`src/verilog/qu_common_pkg.sv`:
```
// Common widths and types
package qu_common_pkg;

    // Register file geometry
    localparam int REG_ADDR_W = 5;
    localparam int REG_COUNT  = 32;

    // Operand and result width
    localparam int DATA_W = 32;

    // Reservation station geometry, the entry index is the producer tag
    localparam int RS_TAG_W = 3;
    localparam int RS_DEPTH = 8;

    // Physical register index
    typedef logic [REG_ADDR_W-1:0] reg_addr_t;

    // Operand and result value
    typedef logic [DATA_W-1:0] data_t;

    // Station index used as producer tag
    typedef logic [RS_TAG_W-1:0] rs_tag_t;

endpackage

```
`src/verilog/busy_table.sv`:
```
// Register busy table
`timescale 1ns/1ps

module busy_table
#(
    parameter int REG_COUNT = qu_common_pkg::REG_COUNT
)
(
    input  logic                      clk,
    input  logic                      rst,
    input  logic                      busy_set,
    input  qu_common_pkg::reg_addr_t  busy_set_addr,
    input  logic                      busy_clr,
    input  qu_common_pkg::reg_addr_t  busy_clr_addr,
    input  qu_common_pkg::reg_addr_t  rd1_addr,
    input  qu_common_pkg::reg_addr_t  rd2_addr,
    output logic                      rd1_busy,
    output logic                      rd2_busy
);

    // One pending write bit per register
    logic [REG_COUNT-1:0] busy;

    assign rd1_busy = busy[rd1_addr];
    assign rd2_busy = busy[rd2_addr];

    always_ff @(posedge clk)
    begin
        if (rst)
        begin
            busy <= '0;
        end
        else
        begin
            if (busy_clr)
                busy[busy_clr_addr] <= 1'b0;
            // Set comes last so a new producer wins
            if (busy_set)
                busy[busy_set_addr] <= 1'b1;
        end
    end

endmodule

```
`config.mk`:
```
export PLATFORM = sky130hd
export DESIGN_NAME = busy_table
export DESIGN_NICKNAME = d
export VERILOG_FILES = /design/src/verilog/qu_common_pkg.sv /design/src/verilog/busy_table.sv
export SDC_FILE = /design/constraint.sdc
export NUM_CORES = 1
export LEC_CHECK = 0
export BUFFER_PORTS_ARGS = -buffer_cell sky130_fd_sc_hd__buf_2
export CORE_ASPECT_RATIO = 1.75
export CORE_MARGIN = 2
export CORE_UTILIZATION = 57
export CTS_CLUSTER_SIZE = 25
export DETAILED_ROUTE_END_ITERATION = 10
export PLACE_DENSITY = 0.77
export SKIP_CTS_REPAIR_TIMING = 1
export SYNTH_ARGS = -nofsm -noshare
export SYNTH_HDL_FRONTEND = slang
export SYNTH_SLANG_ARGS = --single-unit
export TNS_END_PERCENT = 5
```
`constraint.sdc`:
```
create_clock -name clk -period 1.2 [get_ports clk]
set_input_delay 0.12 -clock clk [delete_from_list [all_inputs] [get_ports clk]]
set_output_delay 0.12 -clock clk [all_outputs]
set_load 0.01 [all_outputs]
```
* Word-level counts from Yosys, hierarchy flattened
Cells that the tools add are included.
W data, S select, Z words.
** Word-level totals
- Logic and storage cells :: 23
- Bits of input ports :: 24
- Output and inout bits :: 2
- Bits in registers :: 32
** Operators by class
- Muxes and demuxes :: 11
- Bitwise gates (word level) :: 3
- Reductions and logical operators :: 2
- $lt $le $gt $ge :: 6
** Operator list (number)
- $mux W32 :: 3
- $and A32 B32 Y32 :: 1
- $not A32 Y32 :: 1
- $or A32 B32 Y32 :: 1
- $lt A5 B6 Y1 const B :: 4
- $bmux W1 S5 :: 2
- $demux W1 S5 :: 2
- $ge A5 B1 Y1 const B :: 2
- $mux W1 :: 4
- $logic_and A1 B1 Y1 :: 2

* Logic depth before layout (Yosys ltp)
Gate-level depths: netlist of run 1.
- Word-level depth :: 10
- Depth in mapped cells :: 7
- Mapped depth without buffers :: 5

* Least setup slack after synthesis of run 1
OpenSTA, ideal clock, no wires.
- Kind :: input to output
- From :: input rd1_addr[1]
- To :: output rd1_busy
- Data required time :: 1.080 ns
- Path buffers :: 2
- Data arrival time :: 1.044 ns
- Cell stages on the path :: 7
- Setup slack :: 0.036 ns
- Cell sequence :: buf_6 buf_12 mux2i_1 a22oi_1 nand3_1 nand2_1 a311o_1
** On the way
- Word-level cells in the longest chain between the ends :: 2
** Ends and longest elaborated chain
- start, declared :: line busy_table.sv:15 : input qu_common_pkg::reg_addr_t rd1_addr,
- $bmux W1 S5 :: line busy_table.sv:24 : assign rd1_busy = busy[rd1_addr];
- $mux W1 (not written as such) :: line busy_table.sv:24
- end, declared :: line busy_table.sv:17 : output logic rd1_busy,
No other way between the ends. The select of a mux whose other input is x is not followed.

* Worst setup path after layout of run 1
- From :: register busy[17]
- To :: output rd2_busy
** On the way
- Word-level cells in the longest chain between the ends :: 2
** Ends and longest elaborated chain
- start, declared :: line busy_table.sv:22 : logic [REG_COUNT-1:0] busy;
- start signal, assigned :: line busy_table.sv:31 : busy <= '0;
- start signal, assigned by index :: line busy_table.sv:36 : busy[busy_clr_addr] <= 1'b0;
- start signal, assigned by index :: line busy_table.sv:39 : busy[busy_set_addr] <= 1'b1;
- $bmux W1 S5 :: line busy_table.sv:25 : assign rd2_busy = busy[rd2_addr];
- $mux W1 (not written as such) :: line busy_table.sv:25
- end, declared :: line busy_table.sv:18 : output logic rd2_busy
No other way between the ends. The select of a mux whose other input is x is not followed.

==> results of run 1 <==
[through the flow]
step	utilization, %	power (mW)
2_1_floorplan	-	1.323
3_3_place_gp	65.19	1.464
3_5_place_dp	65.19	1.469
4_1_cts	68.42	2.464
5_1_grt	69.06	2.544
6_report	69.06	2.473
[per-layer routing]
| metal | part of all wire (%) | up-vias |
|---|---|---|
| met5 | 0 | - |
| met4 | 3.4 | 0 |
| met3 | 4.0 | 13 |
| met2 | 54 | 67 |
| met1 | 39 | 918 |
| li1 | - | 954 |
[worst max path at each step]
stage / end / slack, ns
floorplan: rd1_busy / 0.04
global placement: rd1_busy / -0.23
detailed placement: rd2_busy / -0.23
global route: rd1_busy / -0.48
finish: rd2_busy / -0.45
CTS: rd2_busy / -0.50
[kinds of logic after synthesis]
kind of cell           Yosys count  synth area share, %
flip-flops                      32                33.07
multiplexers                    32                16.54
AO/OA/AOI/OAI                   82                23.00
buffers and inverters           10                4.457
AND/OR/NAND/NOR                 87                22.93
[synthesized netlist by cell type (3+ instances only)]
master	count
nand2_1	47
a21oi_1	38
dfxtp_1	32
mux2i_1	32
o21ai_0	32
a22oi_1	8
nand3_1	6
clkbuf_1	5
nand3b_1	5
nor2_1	5
and3b_1	3
nor3b_1	3
or3b_2	3
[area by class of cell]
cell class / count / share of cell area (%)
clock buffers: 6 / 3.157
flip-flops and latches: 32 / 28.31
clock inverters: 2 / 1.524
well taps: 45 / 2.450
repair buffers: 40 / 11.43
multi-input cells: 201 / 53.13
[worst max-delay path, delay by kind of cell (launching register included)]
| kind | cells | cell delay (ns) |
|---|---|---|
| AND/OR/NAND/NOR | 1 | 0.10 |
| flip-flops | 1 | 0.36 |
| multiplexers | 1 | 0.19 |
| AO/OA/AOI/OAI | 3 | 0.45 |
| buffers and inverters | 1 | 0.14 |
[where the power goes]
part | internal (mW) | switching (mW) | total [mW]
clock network | 0.615 | 0.402 | 1.02
logic | 0.162 | 0.207 | 0.369
registers | 1.07 | 0.0123 | 1.09
total | 1.85 | 0.621 | 2.47
==> metrics.csv, run 1 <==
stage,metric,value,unit
timing,fmax,0.6071,GHz
timing,Worst-Margin Slew,0.5687,ns
floorplanning,chip height,81.11,um
floorplanning,chip width,48.07,um
critical_path,CP max FO,3,
run,max-capacitance violation count,0,
power_and_ir_drop,Power Dens Cells,1076,nW/um^2
detailed_routing,DR iter-0 viols,71,
finish,final instance area,2298,um^2
timing,Worst Skew,0,ns
timing,final-report max-slew violation count,0,
detailed_routing,DRT Wirelength,5460,um
critical_path,beginning of the critical path,busy[17],
global_routing,met1 GRT Util,33.84,%
finish,multi-input logic area,1221,um^2
floorplanning,row count,28,
finish,layout cells sized above 1,21.35,%
finish,area growth from synthesis to layout,18.67,%
synth,Area contributors post-synth,"dfxtp_1, mux2i_1, a21oi_1",
finish,# fillers,288,
worst_hold_path,type of the most critical hold path,input port to flop,
clocking,clock buffer depth,2,
synth,"EDFF count, synth",0,
critical_path,cell count of the worst reg-to-reg path,2,
finish,ANT cells,0,
place,Placed Area,2170,um^2
critical_path,reg2reg start,busy[2],
detailed_routing,via count,1952,
synth,Synth area leader,dfxtp_1,
synth,post-synthesis sequential area ratio,33.07,%
finish,Biggest register,busy,
synth,Mean Syn Cell Area,7.971,um^2
floorplanning,Starting Density,58.20,%
place,setup slack after placement,-0.2254,ns
place,GP Congestion,0.8719,
timing,Max-slew headroom,62.09,%
worst_hold_path,hold path start,busy_set_addr[3],
global_routing,GRT met3 Usage,4.889,%
floorplanning,die area,3899,um^2
timing,crit share post-route,137.3,%
timing,Setup Total Neg Slack,-0.8783,ns
finish,Register Area,650.6,um^2
worst_hold_path,Hold Crit Depth,4,
detailed_routing,# DRC,0,
global_routing,gr usage total,30.58,%
detailed_routing,Routed WL per cell,16.75,um
place,DPL Wire Length,4001,um
timing,Final Critical Period,1.647,ns
global_routing,global route hottest layer,met2,
synth,Synth Register Bits,32,
floorplanning,Ports,26,
finish,"leading cell type in the layout, fill and taps excluded",nand2_1,
critical_path,Max stage delay on crit path,0.36,ns
place,IO Port Bufs,25,
power_and_ir_drop,Leak,0.8969,nW
critical_path,FF-to-FF setup slack,0.47,ns
global_routing,largest net degree at the start of global routing,33,
synth,YS warnings,0,
global_routing,met2 Use GR,53.20,%
detailed_routing,Antenna Nets Post-Route,0,
global_routing,first-pass GRT wire length,8231,um
outcome,failing checks,negative setup slack,
synth,top_reg_cell synth,dfxtp_1,
synth,asr flop ratio synth,0,%
clocking,Worst-Skew Late Latency,0.29,ns
worst_hold_path,Hold EP,busy[0],
critical_path,critical path type,flop to primary output,
outcome,outcome,"finished, violations left",
clocking,clock slew at reported path FFs,0.07,ns
critical_path,R2R Path End,busy[2],
place,Post-Place Cells,318,
timing,Final setup violation count,2,
detailed_routing,Via density,5.988,
clocking,CTS root buf,clkbuf_8,
global_routing,number of global-route vias before repair,1753,
finish,fin cells,326,
synth,Synth Instances,243,
finish,max FFs per register,32,
timing,WHS,0.2599,ns
critical_path,Worst setup SP type,flop,
critical_path,CP cell instances,mux2i_2 > a22oi_1 > nand4b_1 > a21oi_1 > a311o_1 > buf_2,
power_and_ir_drop,Max VDD drop,1225,uV
clocking,clock sink total,32,
floorplanning,core area,3328,um^2
global_routing,GR Overflow Total,0,
synth,syn_nets,267,
critical_path,CP Data Arrival Time,1.53,ns
critical_path,CP required,1.08,ns
detailed_routing,DR pass1 iterations,4,
clocking,CTS Buf Count,5,
clocking,CTS tree,yes,
finish,Layout Nets,304,
timing,Final Hold Fails,0,
critical_path,critical path capture point type,primary output,
synth,share of the synthesized area in the top cell type,33.07,%
critical_path,Critical-path top delay cell,dfxtp_4,
timing,Final WS setup,-0.4471,ns
finish,most frequent cells in the layout,"nand2_1, a21oi_1, o21ai_0, mux2i_1, dfxtp_1",
synth,post-synthesis cell area,1937,um^2
synth,count of distinct cell types in the synthesized netlist,27,
global_routing,initial antenna violation count,0,
finish,leading registers by flop count,busy x32,
clocking,H-tree depth,2,
timing,RSZ-0062 raised after global routing,yes,
Note: power is estimated with default switching activity, not from simulation.
==> run 2, diff against run 1 <==
--- a/config.mk
+++ b/config.mk
@@ -8,10 +8,10 @@
 export BUFFER_PORTS_ARGS = -buffer_cell sky130_fd_sc_hd__buf_2
 export CORE_ASPECT_RATIO = 1.75
 export CORE_MARGIN = 2
-export CORE_UTILIZATION = 57
+export CORE_UTILIZATION = 55
 export CTS_CLUSTER_SIZE = 25
 export DETAILED_ROUTE_END_ITERATION = 10
-export PLACE_DENSITY = 0.77
+export PLACE_DENSITY = 0.75
 export SKIP_CTS_REPAIR_TIMING = 1
 export SYNTH_ARGS = -nofsm -noshare
 export SYNTH_HDL_FRONTEND = slang
==> constraint.sdc (replaced) <==
create_clock -name clk -period 1.2 [get_ports clk]
set_input_delay 0.12 -clock clk [delete_from_list [all_inputs] [get_ports clk]]
set_output_delay 0.12 -clock clk [all_outputs]
set_load 0.005 [all_outputs]
==> run 2 against run 1 <==
The run still ends with negative setup slack left. First-iteration DRC count fell by 30%. Global-route usage fell by 1.4 points. Routed wire length fell by 1.7%. Final cell count did not move. Highest routed layer unchanged. Via count fell by 0.56%.
==> metrics.csv, run 2 (same netlist as run 1, synthesis figures left out) <==
stage,metric,value,unit,change
timing,Final setup violation count,2,,unchanged
timing,Worst Skew,0,ns,unchanged
power_and_ir_drop,Pint,1.698,mW,-8.3%
critical_path,CP Data Arrival Time,1.51,ns,-0.02 ns
finish,"leading cell type in the layout, fill and taps excluded",nand2_1,,
timing,Final Hold Fails,0,,unchanged
power_and_ir_drop,sequential share of power,47.1,%,+3.2 points
power_and_ir_drop,Max VDD drop,1025,uV,-16%
detailed_routing,Via density,5.954,,-0.56%
finish,max FFs per register,32,,unchanged
clocking,CTS Buf Count,5,,unchanged
power_and_ir_drop,total power draw,2.310,mW,-6.6%
finish,ANT cells,0,,unchanged
timing,Worst-Margin Slew,0.4936,ns,-0.07506 ns
run,max-capacitance violation count,0,,unchanged
detailed_routing,Antenna Nets Post-Route,0,,unchanged
timing,Final WS setup,-0.4329,ns,+0.01421 ns
power_and_ir_drop,clock group share of total power,36.9,%,-4.2 points
global_routing,GRT met3 Usage,3.597,%,-1.3 points
global_routing,largest net degree at the start of global routing,18,,-45%
place,IO Port Bufs,25,,unchanged
floorplanning,core area,3363,um^2,+1.1%
timing,Max-slew headroom,67.02,%,+4.9 points
detailed_routing,Routed WL per cell,16.46,um,-1.7%
global_routing,met2 Use GR,53.42,%,+0.22 points
critical_path,critical path type,flop to primary output,,
finish,leading registers by flop count,busy x32,,
floorplanning,Ports,26,,unchanged
timing,Final Critical Period,1.633,ns,-0.01421 ns
clocking,CTS tree,yes,,
detailed_routing,# DRC,0,,unchanged
floorplanning,die area,4031,um^2,+3.4%
clocking,clock sink total,32,,unchanged
clocking,clock slew at reported path FFs,0.07,ns,about the same
power_and_ir_drop,Power Dens Cells,1009,nW/um^2,-6.2%
power_and_ir_drop,Psw,0.6113,mW,-1.6%
outcome,failing checks,negative setup slack,,
finish,layout cells sized above 1,21.35,%,unchanged
global_routing,GR Overflow Total,0,,unchanged
critical_path,CP max FO,3,,unchanged
timing,WHS,0.2159,ns,-0.04396 ns
timing,final-report max-slew violation count,0,,unchanged
floorplanning,row count,28,,unchanged
global_routing,initial antenna violation count,0,,unchanged
global_routing,first-pass GRT wire length,8866,um,+7.7%
finish,area growth from synthesis to layout,18.22,%,
finish,final core occ,68.08,%,-0.98 points
clocking,CTS root buf,clkbuf_8,,
clocking,H-tree depth,2,,unchanged
critical_path,Worst setup SP type,flop,,
floorplanning,chip width,48.86,um,+1.7%
place,GP Congestion,0.8973,,+2.9%
detailed_routing,DR iter-0 viols,50,,-30%
timing,RSZ-0062 raised after global routing,yes,,
global_routing,number of global-route vias before repair,1863,,+6.3%
finish,most frequent cells in the layout,"nand2_1, a21oi_1, o21ai_0, mux2i_1, dfxtp_1",,
floorplanning,Starting Density,57.59,%,-0.61 points
critical_path,CP required,1.08,ns,about the same
power_and_ir_drop,combinational share of power,16.0,%,+1.1 points
finish,final instance area,2290,um^2,-0.38%
floorplanning,chip height,82.50,um,+1.7%
finish,# fillers,319,,+11%
power_and_ir_drop,Net Sw Frac,26.47,%,+1.3 points
global_routing,gr usage total,29.14,%,-1.4 points
global_routing,global route hottest layer,met2,,
global_routing,met1 GRT Util,32.73,%,-1.1 points
clocking,Worst-Skew Late Latency,0.28,ns,about the same
timing,fmax,0.6124,GHz,+0.87%
detailed_routing,DRT Wirelength,5367,um,-1.7%
detailed_routing,via count,1941,,-0.56%
power_and_ir_drop,Leak,0.9012,nW,+0.47%
clocking,clock buffer depth,2,,unchanged
worst_hold_path,type of the most critical hold path,input port to flop,,
finish,Biggest register,busy,,
finish,Layout Nets,304,,unchanged
place,DPL Wire Length,4066,um,+1.6%
timing,crit share post-route,136.1,%,-1.2 points
outcome,outcome,"finished, violations left",,
critical_path,critical path capture point type,primary output,,
place,Placed Area,2182,um^2,+0.58%
detailed_routing,DR pass1 iterations,4,,unchanged
-- run 2: cell types whose count changed in the layout (fill, tap and decap cells not counted), sizes merged --
cell	change
clkinv	+1
bufinv	-1
-- run 2: power by group through the flow --
stage	clock network [mW]	registers (mW)	logic, mW
after floorplan	0	1.11	0.213
after global placement	0	1.11	0.358
after detailed placement	0	1.11	0.362
after CTS	0.856	1.09	0.363
after global routing	0.905	1.09	0.401
final	0.853	1.09	0.369
-- run 2: critical path, cell delays in order (launching register included) --
cell	delay, ns
dfxtp_2	0.33
mux2i_1	0.18
a22oi_1	0.10
nand4b_1	0.12
a21oi_2	0.04
a311o_1	0.33
buf_2	0.13
-- run 2: layout make-up --
cell class              count  area, um^2  share of cell area [%]
clock inverters             2       10.01                  0.4372
clock buffers               6       82.58                   3.607
well taps                  45       56.30                   2.459
repair buffers             40       275.3                   12.02
multi-input cells         201        1217                   53.17
flip-flops and latches     32       648.1                   28.31
-- run 2: layer usage --
metal	share of wire (%)	wire, um
met1	42	2239
met2	51	2735
met3	3.3	179
met4	4.0	212
met5	0	0
-- run 2: metrics by stage --
stage | TNS (ns) | std cells | worst slack, ns
3_3_place_gp | -0.6317 | 318 | -0.2536
3_5_place_dp | -0.7387 | 318 | -0.2579
6_report | -0.8461 | 326 | -0.4329
5_1_grt | -0.9406 | 326 | -0.4726
2_1_floorplan | 0 | 243 | 0.06659
4_1_cts | -0.8253 | 326 | -0.4133
-- run 2: worst paths after layout --
check / endpoint / cells after the start / slack, ns / from
max reg2reg: busy[18] / 2 / 0.47 / busy[18]
min reg2reg: busy[17] / 2 / 0.49 / busy[17]
min: busy[1] / 2 / 0.22 / rst
max: rd1_busy / 6 / -0.43 / busy[23]
==> run 3, diff against run 2 <==
==> constraint.sdc (replaced) <==
create_clock -name clk -period 1.9 [get_ports clk]
set_input_delay 0.19 -clock clk [delete_from_list [all_inputs] [get_ports clk]]
set_output_delay 0.19 -clock clk [all_outputs]
set_load 0.005 [all_outputs]
==> run 3 against run 2 <==
The run now ends clean. Combinational power is 45% lower. Final area fell by 6.6%. Clock skew did not move. Register-to-register slack improved by 0.73 ns. Via count shrank 3.0%. Total power is 39% lower. Non-clock buffer count down 13. Clock-buffer cell count is the same. Final cell count fell by 4.0%. Worst setup slack improved by 0.59 ns. Largest cell class unchanged.
==> metrics.csv, run 3 (same netlist as run 1, synthesis figures left out) <==
stage,metric,value,unit,change
outcome,outcome,finished clean,,
run,max-capacitance violation count,0,,unchanged
timing,final-report max-slew violation count,0,,unchanged
power_and_ir_drop,total power draw,1.420,mW,-39%
finish,Biggest register,busy,,
critical_path,critical path capture point type,primary output,,
critical_path,CP required,1.71,ns,+0.63 ns
clocking,CTS Buf Count,5,,unchanged
floorplanning,row count,28,,unchanged
clocking,clock buffer depth,2,,unchanged
finish,layout cells sized above 1,14.55,%,-6.8 points
finish,max FFs per register,32,,unchanged
floorplanning,die area,4031,um^2,unchanged
critical_path,CP max FO,16,,+13
finish,Layout Nets,291,,-4.3%
timing,fmax,0.5752,GHz,
clocking,Worst-Skew Late Latency,0.28,ns,about the same
clocking,clock sink total,32,,unchanged
global_routing,gr usage total,26.55,%,-2.6 points
global_routing,GR Overflow Total,0,,unchanged
place,DPL Wire Length,3746,um,-7.9%
global_routing,number of global-route vias before repair,1647,,-12%
floorplanning,chip height,82.50,um,unchanged
power_and_ir_drop,Max VDD drop,901.6,uV,-12%
detailed_routing,DRT Wirelength,5083,um,-5.3%
clocking,clock slew at reported path FFs,0.06,ns,about the same
critical_path,critical path type,input port to primary output,,
worst_hold_path,type of the most critical hold path,input port to flop,,
timing,Worst Skew,0,ns,unchanged
finish,area growth from synthesis to layout,10.46,%,
floorplanning,Ports,26,,unchanged
timing,RSZ-0062 raised after global routing,no,,
critical_path,Worst setup SP type,input port,,
timing,Final Critical Period,1.738,ns,
detailed_routing,Via density,6.016,,+1.0%
finish,"leading cell type in the layout, fill and taps excluded",nand2_1,,
timing,Max-slew headroom,56.18,%,-11 points
place,GP Congestion,0.8135,,-9.3%
timing,Worst-Margin Slew,0.6544,ns,+0.1607 ns
timing,Setup Total Neg Slack,0,ns,+0.8461 ns
floorplanning,core area,3363,um^2,unchanged
finish,leading registers by flop count,busy x32,,
clocking,H-tree depth,2,,unchanged
detailed_routing,# DRC,0,,unchanged
floorplanning,chip width,48.86,um,unchanged
power_and_ir_drop,Leak,0.8233,nW,-8.6%
global_routing,largest net degree at the start of global routing,33,,+15
timing,Final setup violation count,0,,-2
power_and_ir_drop,Power Dens Cells,663.7,nW/um^2,-34%
detailed_routing,Antenna Nets Post-Route,0,,unchanged
clocking,CTS root buf,clkbuf_8,,
clocking,CTS tree,yes,,
global_routing,initial antenna violation count,0,,unchanged
place,IO Port Bufs,25,,unchanged
finish,# fillers,323,,+1.3%
finish,final core occ,63.62,%,-4.5 points
finish,ANT cells,0,,unchanged
detailed_routing,via count,1883,,-3.0%
global_routing,first-pass GRT wire length,7997,um,-9.8%
detailed_routing,DR iter-0 viols,56,,+12%
timing,crit share post-route,91.50,%,
timing,Final Hold Fails,0,,unchanged
finish,most frequent cells in the layout,"nand2_1, a21oi_1, mux2i_1, o21ai_0, dfxtp_1",,
critical_path,CP Data Arrival Time,1.55,ns,+0.04 ns
floorplanning,Starting Density,57.59,%,unchanged
detailed_routing,DR pass1 iterations,4,,unchanged
detailed_routing,Routed WL per cell,16.24,um,-1.4%
==> run 3: critical path, stage by stage <==
cell	delay [ns]
buf_2	0.37
mux2i_1	0.27
a22oi_1	0.10
nand4b_1	0.11
a21oi_1	0.05
a311o_1	0.32
buf_2	0.13
==> run 3: worst paths after layout <==
kind | start | to | slack [ns] | cells after the start
worst max register to register | busy[15] | busy[15] | 1.20 | 2
worst min register to register | busy[19] | busy[19] | 0.49 | 2
worst max-delay path | rd1_addr[1] | rd1_busy | 0.16 | 7
worst min-delay path | busy_set_addr[1] | busy[4] | 0.30 | 4
==> run 3: layout make-up <==
class | instances | area [um^2] | share of cell area (%)
multi-input combinational | 201 | 1210 | 56.55
sequential | 32 | 640.6 | 29.94
timing repair buffer | 27 | 140.1 | 6.550
clock buffer | 6 | 82.58 | 3.860
tap | 45 | 56.30 | 2.632
clock inverter | 2 | 10.01 | 0.4678
==> run 3: layer usage <==
metal  share of wire (%)  track usage [%]
met5                   0                0
met4                 3.8            16.86
met3                 4.8            4.137
met2                  51            47.26
met1                  41            29.54
==> run 3: power breakdown <==
part | switching, mW | internal (mW) | total (mW)
logic | 0.122 | 0.0803 | 0.202
clock network | 0.244 | 0.288 | 0.532
registers | 0.00654 | 0.680 | 0.686
==> run 3: per-stage QoR <==
stage,area [um^2],hold slack [ns],setup WS [ns],instances
after floorplan,1937,0.2591,0.6266,243
after global placement,2047,0.4766,0.2117,305
after detailed placement,2047,0.4848,0.1839,305
after CTS,2140,0.2940,0.1827,313
after global routing,2140,0.3246,0.06598,313
final,2140,0.2971,0.1615,313
